--- src/include/egr_defs.svh ---
/* Size constants for the egress slice.
   Included by the packages and RTL files that need them. */

`ifndef EGR_DEFS_SVH
`define EGR_DEFS_SVH

// ==========================================================================
// Memory and queue sizes
// ==========================================================================

// Words in the shared segment memory
`define EGR_MEM_DEPTH 256

// Tags held by the tag FIFO
// Must stay a power of two for the pointer scheme
`define EGR_FIFO_DEPTH 4

// ==========================================================================
// Port and data sizes
// ==========================================================================

// Ethernet transmit ports on the slice
`define EGR_NUM_PORTS 4

// Width of one data word
`define EGR_WORD_W 32

`endif
--- src/design/egr_types_pkg.sv ---
/* Data-path vector types for the egress slice.
   Shared by the RTL and the testbench. */

`default_nettype none

`include "egr_defs.svh"

package egr_types_pkg;

  // ========================================================================
  // Data path
  // ========================================================================

  // One segment memory word
  typedef logic [`EGR_WORD_W-1:0] word_t;

  // Word address into segment memory
  typedef logic [$clog2(`EGR_MEM_DEPTH)-1:0] mem_addr_t;

  // Packet length in words
  // Legal range 1 to 16, so 5 bits
  typedef logic [4:0] pkt_len_t;

  // ========================================================================
  // Port selection
  // ========================================================================

  // Destination port number
  typedef logic [$clog2(`EGR_NUM_PORTS)-1:0] port_id_t;

  // One bit per transmit port
  typedef logic [`EGR_NUM_PORTS-1:0] port_mask_t;

endpackage

`default_nettype wire

--- src/design/egr_word_counter.sv ---
/* Read address generator for one packet.
   Loaded with the tag, stepped once per read word. */

`timescale 1ns/1ps
`default_nettype none

`include "egr_defs.svh"

module egr_word_counter (
  input  wire                        egress_clock,
  input  wire                        arst_n,
  input  wire                        load,
  input  wire egr_types_pkg::mem_addr_t start_addr,
  input  wire egr_types_pkg::pkt_len_t  len,
  input  wire                        step,
  output egr_types_pkg::mem_addr_t   addr,
  output logic                       last
);

  import egr_types_pkg::*;

  // Highest word address before wrap
  localparam mem_addr_t TOP_ADDR = mem_addr_t'(`EGR_MEM_DEPTH - 1);

  // Words still to read
  pkt_len_t count;

  // Wrapping increment
  mem_addr_t addr_nxt;
  assign addr_nxt = (addr == TOP_ADDR) ? '0 : addr + mem_addr_t'(1);

  always_ff @(posedge egress_clock or negedge arst_n) begin
    if (!arst_n) begin
      addr  <= '0;
      count <= '0;
    end else if (load) begin
      addr  <= start_addr;
      count <= len;
    end else if (step) begin
      addr  <= addr_nxt;
      count <= count - pkt_len_t'(1);
    end
  end

  // One word left
  assign last = (count == pkt_len_t'(1));

  // FSM must stop stepping once the packet is read
  a_no_step_zero: assert property (@(posedge egress_clock) disable iff (!arst_n)
    step |-> (count != '0));

endmodule

`default_nettype wire

--- config.mk ---
export PLATFORM = sky130hd
export DESIGN_NAME = egr_word_counter
export DESIGN_NICKNAME = d
export VERILOG_FILES = /design/src/design/egr_types_pkg.sv /design/src/design/egr_word_counter.sv
export VERILOG_INCLUDE_DIRS = /design/src /design/src/include
export SDC_FILE = /design/constraint.sdc
export NUM_CORES = 1
export LEC_CHECK = 0
export ABC_CLOCK_PERIOD_IN_PS = 3200
export BUFFER_PORTS_ARGS = -buffer_cell sky130_fd_sc_hd__buf_2
export CORE_MARGIN = 4
export CORE_UTILIZATION = 55
export CTS_BUF_LIST = sky130_fd_sc_hd__clkbuf_4
export DETAILED_ROUTE_END_ITERATION = 10
export GPL_TIMING_DRIVEN = 0
export PLACE_DENSITY = 0.94
export SLEW_MARGIN = 0
export SYNTH_ARGS = -nofsm -noshare
export SYNTH_HDL_FRONTEND = slang
export SYNTH_SLANG_ARGS = --single-unit
--- constraint.sdc ---
create_clock -name egress_clock -period 3.2 [get_ports egress_clock]
set_clock_uncertainty 0.1 [all_clocks]
set_input_delay 0.16 -clock egress_clock [delete_from_list [all_inputs] [get_ports egress_clock]]
set_output_delay 0.16 -clock egress_clock [all_outputs]
set_load 0.01 [all_outputs]
==> out/results.tsv <==
metric	value	unit
maximum vdd ir drop	257	uV
WL met1	837	um
syn nets	101	
worst r2r src	addr[0]$_DFFE_PN0P_	
Initial Utilization	59.0	%
synth-to-layout area growth	29.5	%
Worst-Skew Late Latency	0.28	ns
Final Hold Vio Count	0	
Detailed Place HPWL	1.32	mm
post-synthesis cell count	81	
diode count	0	
Power Density	428	nW/um2
CP Max Fanout	3	
leakage power	0.000473	uW
DIE AREA	2080	um2
drt via density	5.62	
antenna-violating nets left	0	
R2R cell count	5	
Final Wtd Congestion	0.747	
final wirelength	1.91	mm
# IOs	26	
Async SR Flop Fraction	100	%
RSZ-0062 raised after global routing	false	
crit end category	output port	
top sig layer	met4	
core area	1320	um2
GRT Resource Usage Total	21.1	%
wire length on met3	88	um
Final Setup Violations	0	
clock tree sinks	13	
Synth Flop Type	dfrtp_1	
period utilization	53.0	%
Warnings, synthesis	0	
global-route wire length before repair	3.12	mm
Initial DRC Count	8	
hold endpoint	count[3]$_DFFE_PN0P_	
Fill cells	96	
worst hold path type	primary input to flip-flop	
Initial DRT Pass Iterations	4	
post-route setup TNS	0	ns
synthesized area per cell	9.59	um2
largest net degree at the start of global routing	14	
minimum clock period	1.70	ns
FF+latch count, synth	13	
wire per inst	14.7	um
Mapped Area	777	um2
clk root buf	clkbuf_4	
vias	731	
Reg2Reg Setup Slack	1.66	ns
maxcap violations	0	
H-tree Lvls	1	
Clock transition at path regs	0.08	ns
initial antenna violation count	0	
Die Width	45.6	um
Slew headroom	77.0	%
hold path start	len[3]	
CP required	2.94	ns
vias in the first global route	728	
total CTS buffers	3	
IO Port Bufs	24	
Post-synth EDFFs	0	
# DRC	0	
final core occ	76.4	%
CTS max path bufs	2	
layout cell share with drive strength beyond 1	33.0	%
startpoint types	flip-flop	
Max Slew Vio Count	0	
FP Rows	13	
die height	45.6	um
CTS tree	built	
Slew @ Worst Pin	0.345	ns
post-synth cell types	27	
Nets	136	
critical path arrival	1.44	ns
f_max	589	MHz
RR Endpoint	addr[0]$_DFFE_PN0P_	
met2 routed WL	953	um
hold path depth	2	
register area share after synthesis	41.9	%
WS Path Type	flip-flop to output port	
status	finished, final reports clean	
grt total ovfl	0	
[through the flow]
stage,cells,setup slack [ns],hold slack (ns),instance area (um2),power (uW)
CTS,130,1.57,0.00100,1010,432
detailed placement,120,1.69,-0.0395,916,313
global route,130,1.53,0.00350,1010,453
global placement,120,1.70,-0.0404,916,306
finish,130,1.50,0.00586,1010,430
floorplan,81,1.75,-0.236,777,272
[cells in the mapped netlist, drive strengths merged, types with 2 or more instances]
master | instances | area share [%]
a21oi | 6 | 3.9
nor3b | 4 | 3.9
xnor2 | 4 | 4.5
mux2 | 2 | 2.9
xor2 | 5 | 5.6
o21ai | 12 | 7.7
nand2 | 11 | 5.3
dfrtp | 13 | 42
and3 | 2 | 1.6
inv | 3 | 1.4
nand3 | 2 | 1.3
ha | 3 | 4.8
buf | 3 | 2.3
[cell type report]
| cell class | instances | area, um2 | share of cell area, % |
|---|---|---|---|
| timing repair buffer | 30 | 180 | 17.9 |
| clock buffer | 4 | 30.0 | 2.99 |
| buffer | 4 | 21.3 | 2.11 |
| tap | 15 | 18.8 | 1.87 |
| multi-input combinational | 61 | 419 | 41.7 |
| inverter | 3 | 11.3 | 1.12 |
| sequential | 13 | 325 | 32.3 |
[critical path: stages (launching register included)]
cell     delay [ns]
dfrtp_1        0.41
inv_1          0.10
ha_1           0.15
nor4b_1        0.29
buf_2          0.20
[cell usage in the layout, fill, tap and decap left out, drive strengths merged, types with 2 or more instances in the layout]
cell         instances
buf                 27
dfrtp               13
o21ai               12
nand2               11
a21oi                6
dlygate4sd3          6
xor2                 5
clkbuf               5
nor3b                4
xnor2                4
ha                   3
inv                  3
and3                 2
nand3                2
mux2                 2
[layer usage]
| metal | GRT usage, % | up-vias |
|---|---|---|
| li1 | - | 353 |
| met5 | 0 | - |
| met3 | 3.56 | 5 |
| met4 | 11.1 | 0 |
| met2 | 34.3 | 21 |
| met1 | 26.6 | 352 |
[where the power goes]
group	switching, uW	internal, uW
registers	24.3	184
logic	53.4	54.9
clock network	56.8	57.0
total	134	296
[cell families after synthesis]
group | after synthesis | synth area share [%]
simple gates | 25 | 19.2
fa+ha+maj | 3 | 4.83
compound gates | 21 | 15.6
flops | 13 | 41.9
mux | 3 | 4.19
xor+xnor | 9 | 10.1
buf+inv | 7 | 4.19
[worst max path at each step]
stage	from	end	slack (ns)
detailed placement	addr[0]$_DFFE_PN0P_	addr[3]$_DFFE_PN0P_	1.69
finish	count[1]$_DFFE_PN0P_	last	1.50
CTS	count[1]$_DFFE_PN0P_	last	1.57
global placement	addr[0]$_DFFE_PN0P_	addr[3]$_DFFE_PN0P_	1.70
global route	count[1]$_DFFE_PN0P_	last	1.53
floorplan	addr[0]$_DFFE_PN0P_	addr[3]$_DFFE_PN0P_	1.75
[repair_timing]
item                                   CTS  global route
hold buffers                             6             0
buffers inserted                         0             0
resized for setup                        0             0
endpoints found under the hold margin   18             0
[sequential cells by signal, summed over array words and instances, names as in the netlist]
register and flops:
count 5, addr 8
Note: power is estimated with default switching activity, not from simulation.
