<file path="src/include/egr_defs.svh">
/* Size constants for the egress slice.
   Included by the packages and RTL files that need them. */

`ifndef EGR_DEFS_SVH
`define EGR_DEFS_SVH

// ==========================================================================
// Memory and queue sizes
// ==========================================================================

// Words in the shared segment memory
`define EGR_MEM_DEPTH 256

// Tags held by the tag FIFO
// Must stay a power of two for the pointer scheme
`define EGR_FIFO_DEPTH 4

// ==========================================================================
// Port and data sizes
// ==========================================================================

// Ethernet transmit ports on the slice
`define EGR_NUM_PORTS 4

// Width of one data word
`define EGR_WORD_W 32

`endif
</file>
<file path="src/design/egr_types_pkg.sv">
/* Data-path vector types for the egress slice.
   Shared by the RTL and the testbench. */

`default_nettype none

`include "egr_defs.svh"

package egr_types_pkg;

  // ========================================================================
  // Data path
  // ========================================================================

  // One segment memory word
  typedef logic [`EGR_WORD_W-1:0] word_t;

  // Word address into segment memory
  typedef logic [$clog2(`EGR_MEM_DEPTH)-1:0] mem_addr_t;

  // Packet length in words
  // Legal range 1 to 16, so 5 bits
  typedef logic [4:0] pkt_len_t;

  // ========================================================================
  // Port selection
  // ========================================================================

  // Destination port number
  typedef logic [$clog2(`EGR_NUM_PORTS)-1:0] port_id_t;

  // One bit per transmit port
  typedef logic [`EGR_NUM_PORTS-1:0] port_mask_t;

endpackage

`default_nettype wire

</file>
<file path="src/design/egr_port_mux.sv">
/* Output stage that steers read words to one transmit port.
   Words for a disabled port are discarded with a drop pulse at eop. */

`timescale 1ns/1ps
`default_nettype none

module egr_port_mux (
  input  wire                         egress_clock,
  input  wire                         arst_n,
  input  wire                         in_valid,
  input  wire                         in_sop,
  input  wire                         in_eop,
  input  wire egr_types_pkg::port_id_t   in_port,
  input  wire egr_types_pkg::word_t      in_data,
  input  wire egr_types_pkg::port_mask_t port_enable,
  output egr_types_pkg::port_mask_t   tx_valid,
  output egr_types_pkg::port_mask_t   tx_sop,
  output egr_types_pkg::port_mask_t   tx_eop,
  output egr_types_pkg::word_t        tx_data,
  output logic                        pkt_drop
);

  import egr_types_pkg::*;

  // Enable captured at sop for the whole packet
  logic       pkt_en_q;
  logic       cur_en;
  port_mask_t port_sel;
  logic       fwd;

  always_comb begin
    port_sel          = '0;
    port_sel[in_port] = 1'b1;
  end

  // Live enable on the first word and the held value after
  assign cur_en = in_sop ? port_enable[in_port] : pkt_en_q;
  assign fwd    = in_valid && cur_en;

  always_ff @(posedge egress_clock or negedge arst_n) begin
    if (!arst_n) begin
      pkt_en_q <= 1'b0;
      tx_valid <= '0;
      tx_sop   <= '0;
      tx_eop   <= '0;
      pkt_drop <= 1'b0;
    end else begin
      if (in_valid && in_sop) pkt_en_q <= port_enable[in_port];
      tx_valid <= fwd ? port_sel : '0;
      tx_sop   <= (fwd && in_sop) ? port_sel : '0;
      tx_eop   <= (fwd && in_eop) ? port_sel : '0;
      pkt_drop <= in_valid && in_eop && !cur_en;
    end
  end

  // Shared data bus qualified by tx_valid
  always_ff @(posedge egress_clock) begin
    if (in_valid) tx_data <= in_data;
  end

  // Packet flags only travel with a word
  a_flags_valid: assert property (@(posedge egress_clock) disable iff (!arst_n)
    (in_sop || in_eop) |-> in_valid);

  // Packets arrive from the scheduler without holes
  a_contiguous: assert property (@(posedge egress_clock) disable iff (!arst_n)
    (in_valid && !in_sop) |-> $past(in_valid));

endmodule

`default_nettype wire

</file>
<file path="config.mk">
export PLATFORM = sky130hd
export DESIGN_NAME = egr_port_mux
export DESIGN_NICKNAME = d
export VERILOG_FILES = /design/src/design/egr_types_pkg.sv /design/src/design/egr_port_mux.sv
export VERILOG_INCLUDE_DIRS = /design/src /design/src/include
export SDC_FILE = /design/constraint.sdc
export NUM_CORES = 1
export LEC_CHECK = 0
export BUFFER_PORTS_ARGS = -buffer_cell sky130_fd_sc_hd__buf_4
export CAP_MARGIN = 20
export CORE_MARGIN = 4
export CORE_UTILIZATION = 25
export DETAILED_ROUTE_END_ITERATION = 16
export GPL_TIMING_DRIVEN = 1
export PLACE_DENSITY_LB_ADDON = 0.15
export SLEW_MARGIN = 10
export SYNTH_ARGS = -nofsm -noshare
export SYNTH_HDL_FRONTEND = slang
export SYNTH_SLANG_ARGS = --single-unit
</file>
<file path="constraint.sdc">
create_clock -name egress_clock -period 1.6 [get_ports egress_clock]
set_input_delay 0.32 -clock egress_clock [delete_from_list [all_inputs] [get_ports egress_clock]]
set_output_delay 0.32 -clock egress_clock [all_outputs]
set_load 0.005 [all_outputs]
</file>
==> results.md, run 1 <==
Synth:
- The part of the Yosys area used for sequential elements is 85.8%.
- The synthesized netlist devotes 4.83% of its cell area to simple gates.
- The most used flip-flop cell after synthesis is edfxtp_1.
- In the post-synthesis netlist, the biggest area contributors are edfxtp_1 63%, dfrtp_1 23%, a211oi_1 4.4%, mux4_2 1.5%, mux2i_1 1.3%.
- After synthesis, the share of flip-flops with an asynchronous set or reset is 30.4%.
- The adder-cell area share of the yosys netlist is 0%.
- The multiplexer area fraction after synthesis is 3.52%.
- The fraction of synthesized cell area taken by the top area cell type is 62.8%.
- The flip-flop and latch count after synthesis is 46.
- The area fraction in compound gates after synthesis is 5.24%.
- The cell type with the largest total area after synthesis is edfxtp_1.
- When the netlist entered floorplanning its net count stood at 120.
- Yosys mapped a number of flops with a built-in enable equal to 32.
- After synthesis, the netlist uses 18 different library cells.
- In this run the cell area of the synthesized design comes to 1530 µm².
- The number of warnings reported in the yosys synthesis log is 0.
- The average footprint of a synthesized cell is 19.9 µm².
- The number of standard cells after synthesis is 77.
- The post-synthesis share of cell area spent on xor and xnor gates is 0%.
- The main combinational cell family by area after synthesis is compound AO/OA/AOI/OAI gates.

Routing:
- The initial DRC count is 22.
- The count of nets left with antenna violations once routing finished came out at 0.
- The routed design has 3440 µm of wire.
- The routed via count is 1032.
- Dividing the detail-routed wire length by the instance count gives 13.9 µm.
- After detailed routing, the number of remaining DRC violations is 0.
- The number of iterations in the first detailed-routing pass is 4.
- After detailed routing, the number of vias per cell comes to 4.18.

Global routing:
- The number of antenna violations at the first check in global routing is 0.
- The first-pass GRT wire length is 5320 µm.
- Across every metal layer, demand over resource in global routing totals 9.40%.
- After global routing the overflow that remains totals 0.
- The maximum number of pins on one net before global-route repair is 26.
- The number of global-route vias before repair is 1081.

Placed design:
- The total instance count after detailed placement is 238.
- The congestion estimate from routability-driven global placement came to 0.759.
- In this run the tool buffered the top-level ports with 87 buffer cells.
- The setup slack at placement is 0.251 ns.

Setup path:
- The worst path buffer plus inverter count is 1.
- The cell family contributing the most delay on the critical path is flip-flops.
- Walking the worst path, the cells encountered are buf_4.
- The worst setup path is launched from a flip-flop.
- The required time of the worst setup path is 1.28 ns.
- The critical path class is reg2out.
- The signal arrival time at the worst endpoint is 0.81 ns.
- The type of element capturing the critical path is an output pin.
- The slowest cell on the critical path is edfxtp_1.
- The highest cell delay on the worst timing path is 0.38 ns.
- The highest net fanout along the worst path is 1.

Power:
- VDD sags by at most 343 µV.
- The completed layout was analyzed and its total power is 2.32 mW.
- Power spread over the standard cell area amounts to 974 nW/µm².
- Summed over all cells, the static leakage comes to 1.04 nW.

Floorplanning:
- The floorplan has 28 rows.
- The die is 86.2 µm wide.
- The floorplan step defined a die boundary enclosing 7430 µm².
- The core region is 5920 µm².
- The number of top-level design ports is 88.
- The die is 86.2 µm tall.
- Once the floorplan was initialized, standard cells occupied 25.8% of the core.

Run status:
- The flow ran to the end, and the final reports show no timing, DRC or antenna violations.

Clock network:
- For this design, the sink count on the clock tree is 46.
- The number of buffers added to fix hold violations after cts is 1.
- TritonCTS built the clock tree.
- The clock tree synthesis step divided the H-tree into 2 levels.
- The number of setup buffers added after CTS is 0.
- The number of buffers inserted during clock tree synthesis is 5.
- The latest clock arrival within the worst-skew pair is 0.28 ns.
- The tree is rooted in a clkbuf_8.
- The number of instances resized during post-cts repair is 0.
- The clock-pin slew on the worst setup and hold paths is 0.08 ns.
- The deepest clock path buffer count is 2.

Final layout:
- The share of post-route cells with drive strength above 1 is 55.8%.
- The final layout net count is 214.
- Leaving out fill and tap cells, the most frequent cell in the layout is buf_4.
- The number of non-filler instances in the completed layout is 247.
- The number of antenna diodes in the final layout is 0.
- The layout overhead on the synthesized area is 55.5%.
- The end-of-flow core utilization is 40.2%.
- The library cells used most frequently in the layout, excluding fill and tap cells, are 87 x buf_4, 32 x edfxtp_1, 14 x dfrtp_1.

Timing:
- Of the available clock period, the critical path in the final layout requires 70.6%.
- Setup repair after global routing left no endpoint under its margin.
- The worst-margin pin slew is 0.494 ns.
- The maximum clock frequency is 885 MHz.
- The worst path in the final design needs a cycle of 1.13 ns, including I/O delays and setup.
- The max-slew headroom at the worst pin is 66.7%.
- The number of pins exceeding their max-slew limit in the final report is 0.
- Setup total negative slack on the finished layout was measured at 0 ns.
- The number of hold violations in the final report was 0.
- The setup skew after layout is 0.000961 ns.
- The worst path setup slack after routing is 0.470 ns.
- The total of endpoints with negative setup slack in the final report is 0.

Worst hold path:
- The path class of the lowest-slack min-delay path is in2reg.

Job:
- The number of maximum-capacitance violations is 0.
[final cells by class]
class                           instances  area (µm²)
Tap cell                               75        93.8
Multi-Input combinational cell         29         208
Sequential cell                        46        1310
Clock buffer                            6        72.6
Clock inverter                          2        8.76
Fill cell                             543        3540
Timing Repair Buffer                   89         683
[final timing paths]
path	from	endpoint	slack, ns	cells past startpoint
max reg2reg	pkt_en_q$_DFFE_PN0P_	tx_valid[1]$_DFF_PN0_	0.52	2
max in group asynchronous	arst_n	tx_sop[0]$_DFF_PN0_	1.02	2
min	in_data[29]	tx_data[29]$_DFFE_PP_	0.21	1
min reg2reg	pkt_en_q$_DFFE_PN0P_	pkt_en_q$_DFFE_PN0P_	0.57	1
max	tx_data[17]$_DFFE_PP_	tx_data[17]	0.47	1
min in group asynchronous	arst_n	tx_valid[3]$_DFF_PN0_	0.42	2
[stage by stage]
stage          hold WS (ns)  cell area [µm²]
2_1_floorplan        0.0244             1530
3_3_place_gp          0.178             2290
3_5_place_dp          0.183             2290
4_1_cts               0.192             2380
5_1_grt               0.182             2380
6_report              0.207             2380
[kinds of logic (layout without fill, tap and decap cells)]
kind of cell | after synthesis | in the layout
compound gates | 11 | 11
buf+inv | 2 | 97
flops | 46 | 46
mux | 4 | 4
simple gates | 14 | 14
[power by group]
part	internal (mW)	total, mW	switching [mW]	leakage (nW)
clock	0.300	0.644	0.343	0.0426
sequential	1.36	1.39	0.0235	0.504
combinational	0.175	0.286	0.111	0.494
total	1.84	2.32	0.478	1.04
[synthesized netlist by cell type (2+ instances only)]
master    instances
a211oi_1          9
buf_2             2
dfrtp_1          14
nand3_1           2
nand2_1           5
mux2i_1           2
edfxtp_1         32
[flip-flops by register name, indices dropped and copies added (netlist names)]
| name | flops |
|---|---|
| pkt_drop | 1 |
| pkt_en_q | 1 |
| tx_valid | 4 |
| tx_data | 32 |
| tx_eop | 4 |
| tx_sop | 4 |
[metal layers]
layer / vias up / wire, µm / part of all wire, % / global-route usage [%]
li1: 484 / - / - / -
met1: 484 / 1290 / 38 / 10.5
met2: 59 / 1690 / 49 / 15.8
met3: 5 / 428 / 12 / 4.85
met4: 0 / 36 / 1.0 / 2.55
met5: - / 0 / 0 / 0
No activity file was read; power rests on OpenSTA's default activity.
==> inputs of run 2 (changes only) <==
clock period = 1.2 ns   (was 1.6 ns; I/O delays follow)
==> run 2 against run 1 <==
  * First-iteration DRC count rose by 86%
  * Sequential power rose by 33%
  * Worst hold slack got worse by 0.084 ns
  * Critical path depth did not move
  * Design area rose by 2.6%
  * Final cell count rose by 2.4%
  * Core utilization rose by 1.0 points
  * Critical path type unchanged
==> results.md, run 2 (synthesis gave the netlist of run 1 again) <==
Clock network:
- The CTS sink count is 46 (unchanged).
- The number of instances resized during post-cts repair is 0 (unchanged).
- The TritonCTS clock tree is built (unchanged).
- The H-tree level count is 2 (unchanged).
- The latest clock arrival within the worst-skew pair is 0.29 ns (was 0.28 ns).
- The cell chosen for the clock root is clkbuf_8 (unchanged).
- The number of buffers inserted during clock tree synthesis came to 5 (unchanged).
- The clock-pin slew on the worst setup and hold paths was 0.08 ns (about the same).
- The number of post-CTS setup repair buffers is 0 (unchanged).
- The deepest clock path buffer count is 2 (unchanged).

Timing:
- The share of the clock period used by the worst path is 89.2%.
- The minimum clock period after layout is 1.07 ns.
- The setup skew after layout came to 0.000991 ns (was 0.000961 ns).
- Unrepaired setup endpoints after global routing: no (unchanged).
- The max-slew headroom at the worst pin is 73.4% (was 66.7%).
- The worst-margin pin slew is 0.388 ns (was 0.494 ns).
- The total of endpoints with negative setup slack in the final report is 0 (unchanged).
- The number of hold violations in the final report is 0 (unchanged).
- The final-layout setup total negative slack is 0 ns (unchanged).
- Static timing analysis puts the maximum clock frequency at 934 MHz.
- The number of pins exceeding their max-slew limit in the final report was 0 (unchanged).

Routing:
- The residual antenna-violating net count after detailed routing is 0 (unchanged).
- The via density per instance is 4.14 (was 4.18).
- The routed length per instance came to 13.6 µm (was 13.9 µm).
- The initial DRC count is 41 (was 22).
- The final routed wirelength across all metal layers is 3450 µm (was 3440 µm).
- The DRC violations left was 0 (unchanged).
- The number of iterations in the first detailed-routing pass is 4 (unchanged).
- The routed via count is 1048 (was 1032).

Final layout:
- The number of non-filler instances in the completed layout is 253 (was 247).
- The commonest non-fill, non-tap cell in the layout is buf_4 (unchanged).
- The layout overhead on the synthesized area came to 59.5% (was 55.5%).
- The register with the most flip-flops is tx_data (unchanged).
- The share of post-route cells with drive strength above 1 was 57.9% (was 55.8%).
- The filler cell count is 556 (was 543).
- The flip-flop count of the largest register after layout was 32 (unchanged).
- Highest-count cells in the layout ignoring fill and taps: 95 x buf_4, 32 x edfxtp_1, 14 x dfrtp_1 (was 87 x buf_4, 32 x edfxtp_1, 14 x dfrtp_1).
- The final layout net count is 221 (was 214).
- The antenna diode count is 0 (unchanged).
- The cell area after layout is 2440 µm² (was 2380 µm²).

Setup path:
- The required time of the worst setup path is 0.96 ns (was 1.28 ns).
- The worst flop-to-flop path endpoint is tx_eop[3]$_DFF_PN0_ (was tx_valid[1]$_DFF_PN0_).
- The logic depth of the worst register-to-register path is 3 (was 2).
- The family with the most delay on the worst path is flip-flops (unchanged).
- The highest cell delay on the worst timing path is 0.39 ns (was 0.38 ns).
- The startpoint type of the worst setup path was a flip-flop (unchanged).
- The signal arrival time at the worst endpoint is 0.83 ns (was 0.81 ns).
- The type of element capturing the critical path is an output pin (unchanged).
- The launch instance of the worst register-to-register path is pkt_en_q$_DFFE_PN0P_ (unchanged).
- The register-to-register setup slack was 0.25 ns (was 0.52 ns).
- Critical path, cell by cell: buf_4 (unchanged).
- The highest net fanout along the worst path is 1 (unchanged).
- The critical path class is reg2out (unchanged).
- The slowest cell on the critical path is edfxtp_1 (unchanged).
- The worst path buffer plus inverter count is 1 (unchanged).

Power:
- The peak supply drop came to 505 µV (was 343 µV).
- The relative contribution of sequential cells to total power came to 55.9% (was 59.9%).
- The fraction of power spent switching nets is 19.4% (was 20.6%).
- The standby leakage power is 1.08 nW (was 1.04 nW).
- The clock network power share was 32.2% (was 27.8%).
- The switching power came to 0.643 mW (was 0.478 mW).
- The combinational share of power was 11.9% (was 12.4%).
- The power per unit of standard cell area was 1360 nW/µm² (was 974 nW/µm²).
- The internal power component came to 2.66 mW (was 1.84 mW).

Floorplanning:
- The die extent in y came to 86.2 µm (unchanged).
- The core box area is 5920 µm² (unchanged).
- The number of core rows is 28 (unchanged).
- The area of the die is 7430 µm² (unchanged).
- The initial standard-cell utilization of the core was 25.8% (unchanged).
- The number of top-level design ports was 88 (unchanged).
- The width of the die came to 86.2 µm (unchanged).

Global routing:
- The maximum number of pins on one net before global-route repair is 24 (was 26).
- The number of antenna violations at the first check in global routing is 0 (unchanged).
- The first-pass GRT wire length is 5150 µm (was 5320 µm).
- The total grt overflow is 0 (unchanged).
- The total global routing track utilization is 9.20% (was 9.40%).
- The number of global-route vias before repair came to 1116 (was 1081).

Placed design:
- The routability congestion estimate is 0.767 (was 0.759).
- The instance area at placement came to 2330 µm² (was 2290 µm²).
- The total instance count after detailed placement is 245 (was 238).
- The placed wire-length estimate after detailed placement is 2720 µm.
- The count of input and output buffers is 87 (unchanged).

Run status:
- Run status: complete, no violations (unchanged).

Job:
- The number of maximum-capacitance violations came to 0 (unchanged).

Worst hold path:
- The path class of the lowest-slack min-delay path is in2reg (unchanged).
- The startpoint of the most critical hold path is in_data[3] (was in_data[29]).
- The capture endpoint of the worst hold path is tx_data[3]$_DFFE_PP_ (was tx_data[29]$_DFFE_PP_).
- The hold path depth is 1 (unchanged).
[run 2: cell count changes in the layout (fill, tap and decap cells not counted), sizes merged]
cell / change
bufinv: +1
clkbuf: -1
clkinv: -1
buf: +7
[run 2: worst max-delay path by stage]
stage	start	endpoint	slack, ns	cells after the start
floorplan	in_port[1]	pkt_en_q$_DFFE_PN0P_	0.1	3
global placement	in_port[0]	pkt_en_q$_DFFE_PN0P_	-0.02	3
detailed placement	in_port[0]	pkt_en_q$_DFFE_PN0P_	-0.03	3
CTS	tx_data[7]$_DFFE_PP_	tx_data[7]	0.11	1
global route	tx_data[7]$_DFFE_PP_	tx_data[7]	0.09	1
finish	tx_data[7]$_DFFE_PP_	tx_data[7]	0.13	1
[run 2: power by group through the flow]
stage	combinational, mW	clock, mW	sequential (mW)
floorplan	0.0585	0	1.90
global placement	0.395	0	1.88
detailed placement	0.401	0	1.89
CTS	0.404	1.12	1.85
global route	0.430	1.19	1.86
finish	0.394	1.06	1.85
[run 2: repair_timing]
item                                    4_1_cts  5_1_grt
endpoints found under the setup margin        0        0
hold buffers                                  1        0
hold endpoints to repair                     14        0
[run 2: per-stage QoR]
| step | util, % | total power, mW | hold WS [ns] | setup WS [ns] |
|---|---|---|---|---|
| 2_1_floorplan | - | 1.96 | -0.0556 | 0.0958 |
| 3_3_place_gp | 39.3 | 2.28 | 0.0991 | -0.0181 |
| 3_5_place_dp | 39.3 | 2.29 | 0.104 | -0.0311 |
| 4_1_cts | 41.2 | 3.37 | 0.110 | 0.109 |
| 5_1_grt | 41.2 | 3.48 | 0.0979 | 0.0860 |
| 6_report | 41.2 | 3.31 | 0.123 | 0.129 |
[run 2: final cells by class]
class                           instances  area (µm²)  share of cell area (%)
Timing Repair Buffer                   96         723                    29.7
Clock buffer                            5        68.8                    2.82
Sequential cell                        46        1310                    53.8
Tap cell                               75        93.8                    3.85
Clock inverter                          2        33.8                    1.39
Multi-Input combinational cell         29         208                    8.52
[run 2: per-layer routing]
layer  global-route usage (%)  wire, µm
met3                     4.66       443
met2                     15.9      1700
met4                     2.97        42
met1                     9.74      1270
met5                        0         0
