===== config.mk =====
export PLATFORM = sky130hd
export DESIGN_NAME = egr_sched_fsm
export DESIGN_NICKNAME = d
export VERILOG_FILES = /design/src/design/egr_ctrl_pkg.sv /design/src/design/egr_types_pkg.sv /design/src/design/egr_sched_fsm.sv
export VERILOG_INCLUDE_DIRS = /design/src /design/src/include
export SDC_FILE = /design/constraint.sdc
export NUM_CORES = 1
export LEC_CHECK = 0
export ABC_AREA = 1
export BUFFER_PORTS_ARGS = -buffer_cell sky130_fd_sc_hd__buf_4
export CAP_MARGIN = 15
export CORE_AREA = 2 2 39 41
export DETAILED_ROUTE_END_ITERATION = 8
export DIE_AREA = 0 0 41 43
export RECOVER_POWER = 50
export SETUP_SLACK_MARGIN = 0.1
export SYNTH_ARGS = -nofsm -noshare
export SYNTH_HDL_FRONTEND = slang
export SYNTH_SLANG_ARGS = --single-unit

===== constraint.sdc =====
create_clock -name egress_clock -period 1.2 [get_ports egress_clock]
set_clock_uncertainty 0.05 [all_clocks]
set_input_delay 0.06 -clock egress_clock [delete_from_list [all_inputs] [get_ports egress_clock]]
set_output_delay 0.06 -clock egress_clock [all_outputs]
set_load 0.1 [all_outputs]

===== src/include/egr_defs.svh =====
/* Size constants for the egress slice.
   Included by the packages and RTL files that need them. */

`ifndef EGR_DEFS_SVH
`define EGR_DEFS_SVH

// ==========================================================================
// Memory and queue sizes
// ==========================================================================

// Words in the shared segment memory
`define EGR_MEM_DEPTH 256

// Tags held by the tag FIFO
// Must stay a power of two for the pointer scheme
`define EGR_FIFO_DEPTH 4

// ==========================================================================
// Port and data sizes
// ==========================================================================

// Ethernet transmit ports on the slice
`define EGR_NUM_PORTS 4

// Width of one data word
`define EGR_WORD_W 32

`endif

===== src/design/egr_ctrl_pkg.sv =====
/* Control types for the egress scheduler. */

`default_nettype none

package egr_ctrl_pkg;

  // Scheduler sequence per tag
  // IDLE waits for a tag, LOAD primes the counter,
  // READ streams words, GAP spaces packets apart
  typedef enum logic [1:0] {
    IDLE,
    LOAD,
    READ,
    GAP
  } sched_state_t;

endpackage

`default_nettype wire


===== src/design/egr_types_pkg.sv =====
/* Data-path vector types for the egress slice.
   Shared by the RTL and the testbench. */

`default_nettype none

`include "egr_defs.svh"

package egr_types_pkg;

  // ========================================================================
  // Data path
  // ========================================================================

  // One segment memory word
  typedef logic [`EGR_WORD_W-1:0] word_t;

  // Word address into segment memory
  typedef logic [$clog2(`EGR_MEM_DEPTH)-1:0] mem_addr_t;

  // Packet length in words
  // Legal range 1 to 16, so 5 bits
  typedef logic [4:0] pkt_len_t;

  // ========================================================================
  // Port selection
  // ========================================================================

  // Destination port number
  typedef logic [$clog2(`EGR_NUM_PORTS)-1:0] port_id_t;

  // One bit per transmit port
  typedef logic [`EGR_NUM_PORTS-1:0] port_mask_t;

endpackage

`default_nettype wire


===== src/design/egr_sched_fsm.sv =====
/* Egress scheduler FSM.
   Pops tags, drives the counter and memory reads, aligns flags with read data. */

`timescale 1ns/1ps
`default_nettype none

module egr_sched_fsm (
  input  wire                       egress_clock,
  input  wire                       arst_n,
  input  wire                       fifo_empty,
  input  wire egr_types_pkg::port_id_t head_port,
  output logic                      fifo_pop,
  output logic                      cnt_load,
  output logic                      cnt_step,
  output logic                      rd_en,
  input  wire                       cnt_last,
  output logic                      out_valid,
  output logic                      out_sop,
  output logic                      out_eop,
  output egr_types_pkg::port_id_t   out_port
);

  import egr_types_pkg::*;
  import egr_ctrl_pkg::*;

  sched_state_t state;
  sched_state_t state_nxt;

  // First read of the packet still to come
  logic     sop_pend;
  logic     rd_sop;
  port_id_t port_q;

  // ========================================================================
  // State machine
  // ========================================================================

  always_comb begin
    state_nxt = state;
    case (state)
      IDLE:    if (!fifo_empty) state_nxt = LOAD;
      LOAD:    state_nxt = READ;
      READ:    if (cnt_last) state_nxt = GAP;
      GAP:     state_nxt = IDLE;
      default: state_nxt = IDLE;
    endcase
  end

  always_ff @(posedge egress_clock or negedge arst_n) begin
    if (!arst_n) begin
      state    <= IDLE;
      sop_pend <= 1'b0;
      port_q   <= '0;
    end else begin
      state <= state_nxt;
      // Head registers hold the popped tag during LOAD
      if (cnt_load) begin
        sop_pend <= 1'b1;
        port_q   <= head_port;
      end else if (rd_en) begin
        sop_pend <= 1'b0;
      end
    end
  end

  assign fifo_pop = (state == IDLE) && !fifo_empty;
  assign cnt_load = (state == LOAD);
  assign rd_en    = (state == READ);
  assign cnt_step = rd_en;
  assign rd_sop   = rd_en && sop_pend;

  // ========================================================================
  // Alignment with memory read data
  // ========================================================================

  always_ff @(posedge egress_clock or negedge arst_n) begin
    if (!arst_n) begin
      out_valid <= 1'b0;
      out_sop   <= 1'b0;
      out_eop   <= 1'b0;
      out_port  <= '0;
    end else begin
      out_valid <= rd_en;
      out_sop   <= rd_sop;
      out_eop   <= rd_en && cnt_last;
      out_port  <= port_q;
    end
  end

  // Outside READ the counter holds no words
  a_cnt_drained: assert property (@(posedge egress_clock) disable iff (!arst_n)
    (state != READ) |-> !cnt_last);

endmodule

`default_nettype wire


==> impl_metrics.yaml, run 1 <==
outcome:
  status: "finished, violations left"
  failed_checks: "setup timing"
drt:
  top_layer_used: "met3"
  met2_length_um: 453
  drtPass1Iterations: 2
  wl_met3_um: 51
  post_drt_wl_per_cell_um: 9.83
  drc: 0
  via_count: 374
  routed_wl_um: 904
  ant_nets: 0
  drt-met1-wl_um: 400
  vias_per_cell: 4.07
  initialDrtViolationCount: 3
yosys:
  ys.flop_type: "dfrtp_1"
  ys_seq_elements: 10
  synth_edf_count: 0
  synth_top_area_frac: 0.560
  yosysWarnings: 0
  yosys-top-cells-count: "inv_1 (11), dfrtp_1 (10), nand2_1 (10), ha_1 (5)"
  syn_inst: 46
  synthTopCellsByArea: "dfrtp_1 (56%), ha_1 (14%), inv_1 (9.2%)"
  yosys.area.top_type: "dfrtp_1"
  syn-cell-area_sq_um: 447
  yosysMostFrequentCell: "inv_1"
  synth_cell_types: 9
  seq_area_frac_synth: 0.560
  async_flop_share: 1.00
  synth_nets: 57
  synth_area_per_cell_sq_um: 9.71
cells_and_area:
  diodes: 0
  fill_cells: 118
  stdcell_count: 92
  area_growth_pct: 81.8
  nets: 88
  drive_gt1_frac: 0.500
global_route:
  antenna_found_initial: 0
  grt_max_degree: 11
  grt_pass1_vias: 349
  grt-ovfl-total: 0
  grt_util_all_layers: 0.118
  grt_pass1_wl_um: 1370
clocking:
  cts_max_level: 1
  clock_sinks: 10
  clk_pin_slew_worst_paths_ns: 0.06
  clk_latency_ns: 0.25
  cts_tree: "yes"
  cts-buffers-inserted: 3
  cts_buffer_depth: 2
  clock_tree.root_cell: "clkbuf_4"
setup_path:
  crit_required_ns: 1.09
  cp.arrival_ns: 1.23
  critPathMaxFanout: 4
  critical_path_class: "reg -> out"
  crit_path_end_kind: "output pin"
  start_kind: "flop"
floorplanning:
  rows: 14
  io_pins: 15
  start_util: 0.323
  coreArea_sq_mm: 0.00138
  die-area_sq_mm: 0.00176
  die_y_um: 43
  fp.dieW_um: 41
timing:
  hold_viol: 0
  grt_setup_unrepaired: "yes"
  slew-limit-headroom: 0.657
  slew_violations: 0
  fin_crit_ns: 1.34
  setup_ws_ns: -0.136
  period_share: 1.11
  finalSetupViolations: 5
  clock.fmax_ghz: 0.748
  worst_slew_pin_slew_ns: 0.514
place:
  dp_hpwl_um: 583
  gp_congestion: 0.769
  dp.cells: 77
  portBuffers: 14
min_path:
  hold_path_class: "in -> reg"
job:
  max-cap-violations: 0
[area by class of cell]
type	instances	area, sq um	area share
repair buffers	27	259	0.319
flip-flops and latches	10	250	0.308
multi-input cells	24	205	0.253
inverters	11	41.3	0.0508
clock buffers	4	36.3	0.0447
well taps	16	20.0	0.0247
[kinds of logic (layout without fill, tap and decap cells)]
family                     after synthesis  after routing  share of synthesized area
AOI/OAI and AO/OA                        3              3                     0.0336
adders and majority gates                5              5                      0.140
buffers and inverters                   12             42                      0.109
and+or+nand+nor                         16             16                      0.157
DFF                                     10             10                      0.560
[what timing repair did]
action / CTS / global route
hold buffers: 4 / 0
pin swaps: 2 / 0
endpoints found under the setup margin: 6 / 9
setup buffers: 6 / 1
resized for setup: 8 / 7
gates cloned: 0 / 0
hold endpoints to repair: 13 / 0
[routing by layer]
layer  track usage  up-vias
li1              -      192
met1         0.142      170
met2         0.166       12
met3        0.0628        0
met4        0.0600        0
met5             0        -
[flip-flops by register name, indices dropped and copies added, names as in the netlist]
register   flops
state          2
out_eop        1
sop_pend       1
port_q         2
out_valid      1
out_sop        1
out_port       2
[placed cells by master, fill, tap and decap left out]
cell and instances:
clkbuf_8 1, clkbuf_4 3, clkbuf_1 1, nand3_1 2, inv_2 4, buf_12 4, nor2_4 1, nand2_2 3
ha_4 4, dfrtp_1 10, ha_1 1, o21ai_1 3, inv_1 7, buf_4 18, nand2_1 10, dlygate4sd3_1 4
[critical path, stage by stage (launching register included)]
cell and delay (ns):
dfrtp_1 0.39, inv_2 0.13, ha_4 0.15, inv_2 0.04
nor2_4 0.09, buf_12 0.18
[per-stage QoR]
step	hold slack (ns)	instance area [sq um]	utilization	TNS, ns	worst slack, ns
2_1_floorplan	-0.286	504	-	-0.156	-0.108
5_1_grt	0.0943	812	0.587	-0.637	-0.186
3_5_place_dp	-0.158	624	0.451	0	0.00911
4_1_cts	0.0908	783	0.566	-0.468	-0.145
6_report	0.0935	812	0.587	-0.382	-0.136
3_3_place_gp	-0.156	624	0.451	0	0.0323
[path summary, 6_finish.rpt]
path	from	to	slack (ns)	cells past startpoint
worst max-delay path	state[0]	fifo_pop	-0.14	5
worst min-delay path	fifo_empty	state[0]	0.09	4
worst max register to register	state[0]	state[0]	-0.07	8
worst min register to register	port_q[0]	out_port[0]	0.32	0
max in group asynchronous	arst_n	state[1]	0.52	2
min in group asynchronous	arst_n	out_port[1]	0.23	2
Power of run 1 is not shown: default switching activity piles up to over one toggle a cycle in this logic, so the estimate is an artifact.
==> inputs of run 2 (changes only) <==
ABC_AREA = unset   (was 1)
GPL_ROUTABILITY_DRIVEN = 1   (was unset)
SKIP_CTS_REPAIR_TIMING = 1   (was unset)
==> impl_metrics.yaml, run 2 <==
cells_and_area:
  nets: 68
  final_util: 0.569
  drive_gt1_frac: 0.643
  final_common_cell: "buf_4"
  final_cell_mix: "buf_4 (13), dfrtp_1 (9), ha_4 (4), dlygate4sd3_1 (4), buf_12 (4)"
  area_growth_pct: 86.6
  fin_area_sq_um: 787
  reg.largest.list: "out_port (2), port_q (2), state (2)"
  diodes: 0
yosys:
  ys.flop_type: "dfrtp_1"
  ys_seq_elements: 10
  synth_cell_types: 11
  yosys.area.top_type: "dfrtp_1"
  syn-cell-area_sq_um: 422
  syn_inst: 29
  seq_area_frac_synth: 0.593
  synth_top_area_frac: 0.593
  synthTopCellsByArea: "dfrtp_1 (59%), ha_1 (15%), mux2_2 (8.0%)"
  yosysWarnings: 0
  async_flop_share: 1.00
  synth_edf_count: 0
  yosysMostFrequentCell: "dfrtp_1"
  yosys-top-cells-count: "dfrtp_1 (10), ha_1 (5), inv_1 (3), mux2_2 (3), and2_1 (2)"
  synth_area_per_cell_sq_um: 14.5
  synth_nets: 40
floorplanning:
  coreArea_sq_mm: 0.00138
  start_util: 0.305
  rows: 14
  die-area_sq_mm: 0.00176
  io_pins: 15
  die_y_um: 43
  fp.dieW_um: 41
drt:
  initialDrtViolationCount: 3
  drc: 0
  ant_nets: 0
  post_drt_wl_per_cell_um: 13.3
  via_count: 312
  routed_wl_um: 956
  vias_per_cell: 4.33
  drtPass1Iterations: 3
timing:
  worst_slew_pin_slew_ns: 0.518
  grt_setup_unrepaired: "yes"
  clock.fmax_ghz: 0.712
  setup_ws_ns: -0.204
  fin_crit_ns: 1.40
  period_share: 1.17
  slew-limit-headroom: 0.655
  finalSetupViolations: 9
  whs_ns: 0.137
  slew_violations: 0
  hold_viol: 0
min_path:
  hold_path_class: "in -> reg"
  min_to: "state[1]"
  hold_depth: 3
  hp-start: "fifo_empty"
setup_path:
  slowest_delay_ns: 0.39
  reg2reg_depth: 4
  reg2reg_slack_ns: -0.12
  r2r_start: "state[1]"
  timing.rr.end: "state[1]"
  crit_required_ns: 1.09
  start_kind: "flop"
  critPathMaxFanout: 3
  crit_path_top_delay_cell: "dfrtp_1"
  critical_path_class: "reg -> out"
  crit_path_end_kind: "output pin"
  cp.arrival_ns: 1.29
  cp_cell_sequence: "inv_2 -> ha_4 -> nor2b_4 -> buf_12"
global_route:
  use_met3: 0.0471
  grt_pass1_wl_um: 1250
  grt-ovfl-total: 0
  grt_util_all_layers: 0.112
  grt_max_degree: 11
  top_usage_layer: "met2"
  grt_util_met2: 0.169
  grt.met1_usage: 0.116
  grt_pass1_vias: 299
  antenna_found_initial: 0
job:
  max-cap-violations: 0
clocking:
  cts_buffer_depth: 2
  cts_tree: "yes"
  clk_pin_slew_worst_paths_ns: 0.07
  clk_latency_ns: 0.27
  cts_max_level: 1
  clock_tree.root_cell: "clkbuf_4"
  clock_sinks: 10
  cts-buffers-inserted: 3
place:
  dp_hpwl_um: 661
  gp_congestion: 0.799
  post_dp_cell_area_sq_um: 633
  post-place-ws_ns: -0.122
  portBuffers: 14
outcome:
  status: "finished, violations left"
  failed_checks: "setup timing"
==> run 2: cell count changes after synthesis, moves of 2 or more <==
cell	delta
nand2_1	-10
o21ai_0	-3
nand2_2	-3
mux2_2	+3
inv_1	-8
and2_1	+2
nand3_1	-2
==> run 2: routing by layer <==
layer	wire, um	part of all wire
met1	354	0.37
met2	518	0.54
met3	54	0.056
met4	27	0.028
met5	0	0
==> run 2: per-stage QoR <==
stage               cells  setup TNS (ns)
finish                 72           -1.13
global route           72           -1.49
CTS                    67           -1.37
detailed placement     63          -0.300
global placement       63          -0.113
floorplan              29          -0.838
==> run 2: logic make-up (layout without fill, tap and decap cells) <==
logic type / after synthesis / in the layout / synth area share
mux: 5 / 5 / 0.131
buf+inv: 4 / 31 / 0.0445
fa+ha+maj: 5 / 5 / 0.148
compound gates: 1 / 1 / 0.0297
simple gates: 4 / 4 / 0.0534
flops: 10 / 10 / 0.593
==> run 2: critical path: cells and delay by family (launching register included) <==
| family | cells | cell delay (ns) |
|---|---|---|
| fa+ha+maj | 1 | 0.16 |
| buf+inv | 2 | 0.31 |
| flops | 1 | 0.39 |
| simple gates | 1 | 0.15 |
==> run 2: final cells by class <==
type	instances	area [sq um]
timing repair buffer	24	244
tap	16	20.0
fill	118	597
inverter	3	13.8
sequential	10	251
multi-input combinational	15	221
clock buffer	4	36.3
==> run 2: worst max-delay path by stage <==
stage,startpoint,slack (ns),end,cells past startpoint
global route,state[0],-0.24,fifo_pop,4
global placement,state[1],-0.07,state[1],3
CTS,state[1],-0.29,fifo_pop,4
floorplan,state[0],-0.17,fifo_pop,3
finish,state[0],-0.20,fifo_pop,4
detailed placement,state[1],-0.12,state[1],3
Power of run 2 is left out for the same reason.
==> inputs of run 3 (changes only) <==
SKIP_CTS_REPAIR_TIMING = unset   (was 1)
==> impl_metrics.yaml, run 3 (synthesis results as in run 2) <==
cells_and_area:
  final_cell_mix: "buf_4 (15), dfrtp_1 (9)"
  nets: 70
  drive_gt1_frac: 0.655
  final_common_cell: "buf_4"
  area_growth_pct: 91.1
  diodes: 0
  reg.largest.list: "out_port (2), port_q (2), state (2)"
  fill_cells: 114
clocking:
  cts_max_level: 1
  clock_tree.root_cell: "clkbuf_4"
  clk_pin_slew_worst_paths_ns: 0.06
  cts_tree: "yes"
  clk_latency_ns: 0.27
  cts_buffer_depth: 2
  clock_sinks: 10
  cts-buffers-inserted: 3
timing:
  setup_ws_ns: -0.194
  grt_setup_unrepaired: "yes"
  whs_ns: 0.143
  worst_slew_pin_slew_ns: 0.527
  finalSetupViolations: 9
  hold_viol: 0
  clock.fmax_ghz: 0.717
  period_share: 1.16
  slew_violations: 0
  slew-limit-headroom: 0.649
  fin_crit_ns: 1.39
drt:
  routed_wl_um: 989
  drc: 0
  via_count: 321
  initialDrtViolationCount: 2
  ant_nets: 0
  vias_per_cell: 4.34
  drtPass1Iterations: 2
  post_drt_wl_per_cell_um: 13.4
floorplanning:
  rows: 14
  io_pins: 15
  start_util: 0.305
  coreArea_sq_mm: 0.00138
  die_y_um: 43
  fp.dieW_um: 41
  die-area_sq_mm: 0.00176
setup_path:
  timing.rr.end: "state[1]"
  crit_required_ns: 1.09
  start_kind: "flop"
  critPathMaxFanout: 3
  crit_start: "state[1]"
  reg2reg_depth: 3
  reg2reg_slack_ns: -0.11
  critical_path_class: "reg -> out"
  r2r_start: "state[1]"
  critPathCapture: "fifo_pop"
  crit_path_end_kind: "output pin"
  cp.arrival_ns: 1.28
global_route:
  grt_util_all_layers: 0.140
  grt_max_degree: 11
  grt-ovfl-total: 0
  grt_pass1_wl_um: 1570
  grt_pass1_vias: 355
  antenna_found_initial: 0
outcome:
  status: "finished, violations left"
  failed_checks: "setup timing"
min_path:
  hold_path_class: "in -> reg"
place:
  post-place-ws_ns: -0.122
  portBuffers: 14
  dp_hpwl_um: 661
  gp_congestion: 0.799
job:
  max-cap-violations: 0
==> run 3: changes by cell type in the layout (fill, tap and decap cells not counted), sizes merged <==
cell / previous run / this run
buf: 19 / 21
==> run 3: metrics by stage <==
stage / instances / setup TNS [ns] / util / instance area (sq um)
after floorplan: 29 / -0.838 / - / 482
after global placement: 63 / -0.113 / 0.458 / 633
after detailed placement: 63 / -0.300 / 0.458 / 633
after CTS: 72 / -1.06 / 0.570 / 788
after global routing: 74 / -1.45 / 0.582 / 806
final: 74 / -1.09 / 0.582 / 806
==> run 3: worst max-delay path, stage by stage (launching register included) <==
cell	delay, ns
dfrtp_2	0.45
inv_4	0.09
ha_4	0.14
nor2b_4	0.15
buf_12	0.18
==> run 3: area by class of cell <==
class / count / area [sq um] / share of cell area
tap: 16 / 20.0 / 0.0248
multi-input combinational: 15 / 225 / 0.280
clock buffer: 4 / 36.3 / 0.0450
timing repair buffer: 26 / 259 / 0.321
inverter: 3 / 13.8 / 0.0171
sequential: 10 / 251 / 0.312
==> run 3: worst min-delay path by stage <==
stage                from          end  cells after the start
6_report       fifo_empty     state[1]                      3
5_1_grt        fifo_empty     state[1]                      3
4_1_cts            arst_n  out_port[1]                      2
3_5_place_dp       arst_n      out_eop                      1
3_3_place_gp       arst_n      out_sop                      1
2_1_floorplan      arst_n      out_eop                      0
==> run 3: layer usage <==
metal  routed length, um  share of wire  global-route usage
met1                 358           0.36               0.163
met2                 555           0.56               0.213
met3                  49          0.050              0.0471
met4                  25          0.025              0.0800
met5                   0              0                   0
==> run 3: what timing repair did <==
item,CTS,global route
resized for setup,16,2
buffers inserted,1,2
endpoints found under the setup margin,9,9
hold buffers,4,0
pin swaps,2,4
endpoints found under the hold margin,13,0
Power of run 3 is left out for the same reason.
